[src/logic/simMemPkg.sv]
package simMemPkg;

    // Bus and memory geometry.
    localparam int ADDR_WIDTH = 32;
    localparam int DATA_WIDTH = 32;
    localparam int ID_WIDTH   = 4;
    localparam int NUM_BANKS  = 4;
    localparam int BANK_DEPTH = 256;

    typedef logic [ADDR_WIDTH-1:0] addrT;
    typedef logic [DATA_WIDTH-1:0] dataT;
    typedef logic [DATA_WIDTH/8-1:0] strbT;
    typedef logic [ID_WIDTH-1:0] idT;
    typedef logic [7:0] lenT;

    // Two low bits of the word index.
    typedef logic [$clog2(NUM_BANKS)-1:0] bankSelT;

    // Word index bits above the bank select.
    typedef logic [$clog2(BANK_DEPTH)-1:0] rowT;

    typedef enum logic [1:0] {
        IDLE,
        READING,
        WRITING,
        RESPONSE
    } engineStateT;

endpackage

[src/logic/respCollector.sv]
`timescale 1ns/10ps

module respCollector (
    input  logic                                            clk,
    input  logic                                            rst,
    input  logic                                            beatIssue,
    input  simMemPkg::bankSelT                              beatBank,
    input  logic [1:0]                                      beatOffset,
    input  logic                                            beatLast,
    input  simMemPkg::idT                                   beatId,
    input  simMemPkg::dataT [simMemPkg::NUM_BANKS-1:0]      bankRdata,
    input  logic                                            writeDone,
    input  simMemPkg::idT                                   doneId,
    input  logic                                            rReady,
    input  logic                                            bReady,
    output logic                                            issueReady,
    output logic                                            respIdle,
    output logic                                            rValid,
    output simMemPkg::idT                                   rId,
    output simMemPkg::dataT                                 rData,
    output logic [1:0]                                      rResp,
    output logic                                            rLast,
    output logic                                            bValid,
    output simMemPkg::idT                                   bId,
    output logic [1:0]                                      bResp
);

    logic               tagValid;
    simMemPkg::bankSelT tagBank;
    logic [1:0]         tagOffset;
    logic               tagLast;
    simMemPkg::idT      tagId;
    simMemPkg::dataT    alignedWord;

    simMemPkg::dataT    bufData [2];
    simMemPkg::idT      bufId [2];
    logic               bufLast [2];
    logic               wrPtr;
    logic               rdPtr;
    logic [1:0]         count;
    logic               pop;
    logic [2:0]         occupancy;

    // The tag meets its bank's word one cycle after issue.
    assign alignedWord = bankRdata[tagBank] >> {tagOffset, 3'b000};

    assign pop = rValid && rReady;

    // Buffered words plus the one in flight, less the one leaving now.
    assign occupancy  = {1'b0, count} + {2'b00, tagValid} - {2'b00, pop};
    assign issueReady = (occupancy < 3'd2);

    // Nothing pending on B and the last R beat gone or leaving.
    assign respIdle = (!bValid || bReady) && !tagValid
                      && ((count == 2'd0) || ((count == 2'd1) && pop));

    assign rValid = (count != 2'd0);
    assign rData  = bufData[rdPtr];
    assign rId    = bufId[rdPtr];
    assign rLast  = bufLast[rdPtr];
    assign rResp  = 2'b00;
    assign bResp  = 2'b00;

    always_ff @(posedge clk or posedge rst) begin
        if (rst) begin
            tagValid <= 1'b0;
            wrPtr    <= 1'b0;
            rdPtr    <= 1'b0;
            count    <= 2'd0;
            bValid   <= 1'b0;
        end else begin
            tagValid <= beatIssue;
            if (tagValid) begin
                wrPtr <= ~wrPtr;
            end
            if (pop) begin
                rdPtr <= ~rdPtr;
            end
            case ({tagValid, pop})
                2'b10:   count <= count + 2'd1;
                2'b01:   count <= count - 2'd1;
                default: count <= count;
            endcase
            if (writeDone) begin
                bValid <= 1'b1;
            end else if (bValid && bReady) begin
                bValid <= 1'b0;
            end
        end
    end

    always_ff @(posedge clk) begin
        tagBank   <= beatBank;
        tagOffset <= beatOffset;
        tagLast   <= beatLast;
        tagId     <= beatId;
        if (tagValid) begin
            bufData[wrPtr] <= alignedWord;
            bufId[wrPtr]   <= tagId;
            bufLast[wrPtr] <= tagLast;
        end
        if (writeDone) begin
            bId <= doneId;
        end
    end

endmodule

[config.mk]
export PLATFORM = sky130hd
export DESIGN_NAME = respCollector
export DESIGN_NICKNAME = d
export VERILOG_FILES = /design/src/logic/simMemPkg.sv /design/src/logic/respCollector.sv
export SDC_FILE = /design/constraint.sdc
export NUM_CORES = 1
export LEC_CHECK = 0
export ABC_AREA = 1
export BUFFER_PORTS_ARGS = -buffer_cell sky130_fd_sc_hd__buf_2
export CAP_MARGIN = 10
export CORE_MARGIN = 4
export CORE_UTILIZATION = 45
export DETAILED_ROUTE_END_ITERATION = 10
export GPL_ROUTABILITY_DRIVEN = 0
export GPL_TIMING_DRIVEN = 0
export PLACE_DENSITY = 0.75
export SLEW_MARGIN = 40
export SYNTH_ARGS = -nofsm -noshare
export SYNTH_HDL_FRONTEND = slang
export SYNTH_SLANG_ARGS = --single-unit
[constraint.sdc]
create_clock -name clk -period 3.6 [get_ports clk]
set_input_delay 0.18 -clock clk [delete_from_list [all_inputs] [get_ports clk]]
set_output_delay 0.18 -clock clk [all_outputs]
set_load 0.02 [all_outputs]
==> results.py <==
metrics = {
    "synth": {
        "syn_inst": 627,
        "ys_types": 27,
        "synth_warnings": 0,
        "synth.avg_cell_area_um2": 8.06,
        "netlist_area_um2": 5050,
        "ys_ff_latch": 93,
        "ys_seq_area_share_pct": 52.9,
    },
    "sta": {
        "max_freq_mhz": 402,
        "tns_ns": 0,
        "drv_slew": 0,
        "final_hold_viol_count": 0,
        "rsz0062_at_grt": "no",
        "post-route-period-util_pct": 69.0,
        "setup_viol": 0,
        "period_minus_slack_ns": 2.49,
        "skew_ns": 0.00582,
    },
    "placement": {
        "io_buffers": 191,
        "placed_area_um2": 6260,
        "dp_hpwl_um": 11900,
    },
    "setup_path": {
        "required_ns": 3.42,
        "r2r_slack_ns": 1.99,
        "crit_type": "flop to primary output",
        "end_kind": "primary output",
        "worstPathMaxFanout": 5,
        "worst-endpoint-arrival_ns": 2.31,
        "critPathLaunchType": "flop",
    },
    "die": {
        "start_util_pct": 46.2,
        "die_h_um": 114,
        "dieArea_um2": 13000,
        "die_w_um": 114,
        "core_region_area_um2": 10900,
        "core.rowCount": 38,
        "ios": 196,
    },
    "run_status": {
        "status": "completed",
    },
    "grt": {
        "grt_pass1_wl_um": 22700,
        "grt_max_degree": 25,
        "globalRouteOverflowTotal": 0,
        "track_usage_pct": 22.1,
        "antenna_found_initial": 0,
        "grt_pass1_vias": 4942,
    },
    "drt": {
        "drtPass1Iterations": 5,
        "top_layer": "met4",
        "wl_met1_um": 5850,
        "met2_length_um": 7120,
        "ant_nets": 0,
        "dr_wl_met3_um": 1340,
        "via_per_inst": 5.05,
        "remaining_drc_errors": 0,
        "route.vias.total": 5002,
        "wl_um": 14700,
        "detail_route.iter0.violations": 394,
        "wl_per_cell_um": 14.9,
    },
    "layout": {
        "drive_gt1_share_pct": 29.6,
        "stdcell_area_um2": 6660,
        "multi_input_area_um2": 2070,
        "fill_cells": 968,
        "diodes": 0,
        "syn_to_final_growth_pct": 31.7,
        "final_nets": 996,
        "fin_util_pct": 60.9,
        "final-seq-area_um2": 2670,
    },
    "clock_network": {
        "cts_tree": "done",
        "cts-buffers-inserted": 9,
        "cts_resized": 0,
        "cts.sinks": 93,
        "clk_latency_ns": 0.33,
        "htree_num_levels": 3,
        "cts-root-buf": "clkbuf_16",
        "cts_setup_buffers": 0,
        "ctsHoldBuffers": 11,
        "path_clk_slew_ns": 0.06,
        "cts_buffer_depth": 2,
    },
    "power": {
        "p_leak_nw": 3.34,
        "powerDensity_nw_per_um2": 588,
        "vdd_drop_max_mv": 0.489,
    },
    "hold_path": {
        "min_path_type": "input pin to flop",
    },
    "flow_run": {
        "maxCapViolCount": 0,
    },
}
==> layer usage <==
layer,vias up,GRT usage (%)
li1,2486,-
met1,2205,27.2
met2,276,38.2
met3,35,5.04
met4,0,8.00
met5,-,0
==> synth_stat cells, drive strengths merged <==
master | count | area [µm²]
nand2 | 329 | 1240
nand3 | 106 | 561
edfxtp | 78 | 2340
buf | 33 | 240
inv | 14 | 52.6
clkbuf | 10 | 37.5
dfxtp | 9 | 180
nor2 | 9 | 33.8
nand4 | 8 | 50.1
a21oi | 7 | 35.0
nor3 | 7 | 35.0
dfrtp | 6 | 150
xor2 | 3 | 26.3
ha | 2 | 25.0
o21ai | 2 | 10.0
conb | 1 | 3.75
fa | 1 | 20.0
or2 | 1 | 6.26
xnor2 | 1 | 8.76
==> metrics by stage <==
stage	worst slack (ns)	hold slack, ns	power, mW	cells
after CTS	1.10	0.0125	3.94	991
after detailed placement	1.49	0.106	3.06	964
after global routing	0.924	0.00663	4.14	991
final	1.11	0.0222	3.91	991
after floorplan	1.13	-0.0290	2.46	630
after global placement	0.294	0.0960	2.99	961
==> where the power goes <==
group	switching [mW]	total, mW	leakage, nW	internal (mW)
clock	0.386	0.877	0.135	0.491
combinational	1.05	1.56	2.31	0.509
sequential	0.0638	1.48	0.891	1.42
total	1.50	3.91	3.34	2.42
==> placed cells by master (no fill, tap or decap), drive strengths merged, types with 2 or more instances in the layout <==
| cell type | count |
|---|---|
| xor2 | 3 |
| clkinv | 2 |
| conb | 4 |
| o21ai | 2 |
| nor2 | 9 |
| clkbuf | 20 |
| clkinvlp | 2 |
| nand4 | 8 |
| inv | 16 |
| a21oi | 7 |
| dfrtp | 6 |
| nor3 | 7 |
| edfxtp | 78 |
| dlygate4sd3 | 11 |
| dfxtp | 9 |
| nand2 | 329 |
| ha | 2 |
| buf | 227 |
| nand3 | 106 |
==> registers in the layout, indices dropped and copies added (netlist names) <==
register and flops:
bufData 64, rdPtr 1, tagLast 1, bId 4, tagId 4, tagValid 1
wrPtr 1, bValid 1, bufLast 2, bufId 8, count 2, tagBank 2
tagOffset 2
==> critical path, cell delays in order (launching register included) <==
cell,delay (ns)
dfrtp_1,0.39
inv_1,0.14
ha_1,0.19
inv_1,0.05
nand2_1,0.16
inv_1,0.06
nand2_1,0.11
a21oi_1,0.10
fa_1,0.40
xnor2_1,0.14
nor2_1,0.07
buf_2,0.16
==> logic make-up after synthesis <==
logic type | after synthesis | synth area share, %
AOI/OAI and AO/OA | 9 | 0.891
xor gates and xnor gates | 4 | 0.693
adders and majority gates | 3 | 0.891
buffers and inverters | 57 | 6.53
DFF | 93 | 52.9
other | 1 | 0.0742
and+or+nand+nor | 460 | 38.0
==> worst paths after layout <==
| path | startpoint | to | cells after the start |
|---|---|---|---|
| worst max-delay path | count[1]$_DFFE_PP0P_ | issueReady | 11 |
| worst min-delay path | doneId[0] | bId[0]$_DFFE_PP_ | 1 |
| worst max register to register | tagBank[1]$_DFF_P_ | bufData[1][6]$_DFFE_PP_ | 8 |
| worst min register to register | tagId[1]$_DFF_P_ | bufId[0][1]$_DFFE_PP_ | 0 |
| max in group asynchronous | rst | tagValid$_DFF_PP0_ | 3 |
| min in group asynchronous | rst | count[1]$_DFFE_PP0P_ | 3 |
==> area by class of cell <==
| type | count | area share [%] |
|---|---|---|
| Inverter | 14 | 0.789 |
| Buffer | 43 | 4.17 |
| Tap cell | 140 | 2.63 |
| Multi-Input combinational cell | 480 | 31.1 |
| Timing Repair Buffer | 205 | 16.9 |
| Clock buffer | 10 | 3.59 |
| Sequential cell | 93 | 40.1 |
| Clock inverter | 6 | 0.695 |
No activity file was read; power rests on OpenSTA's default activity.
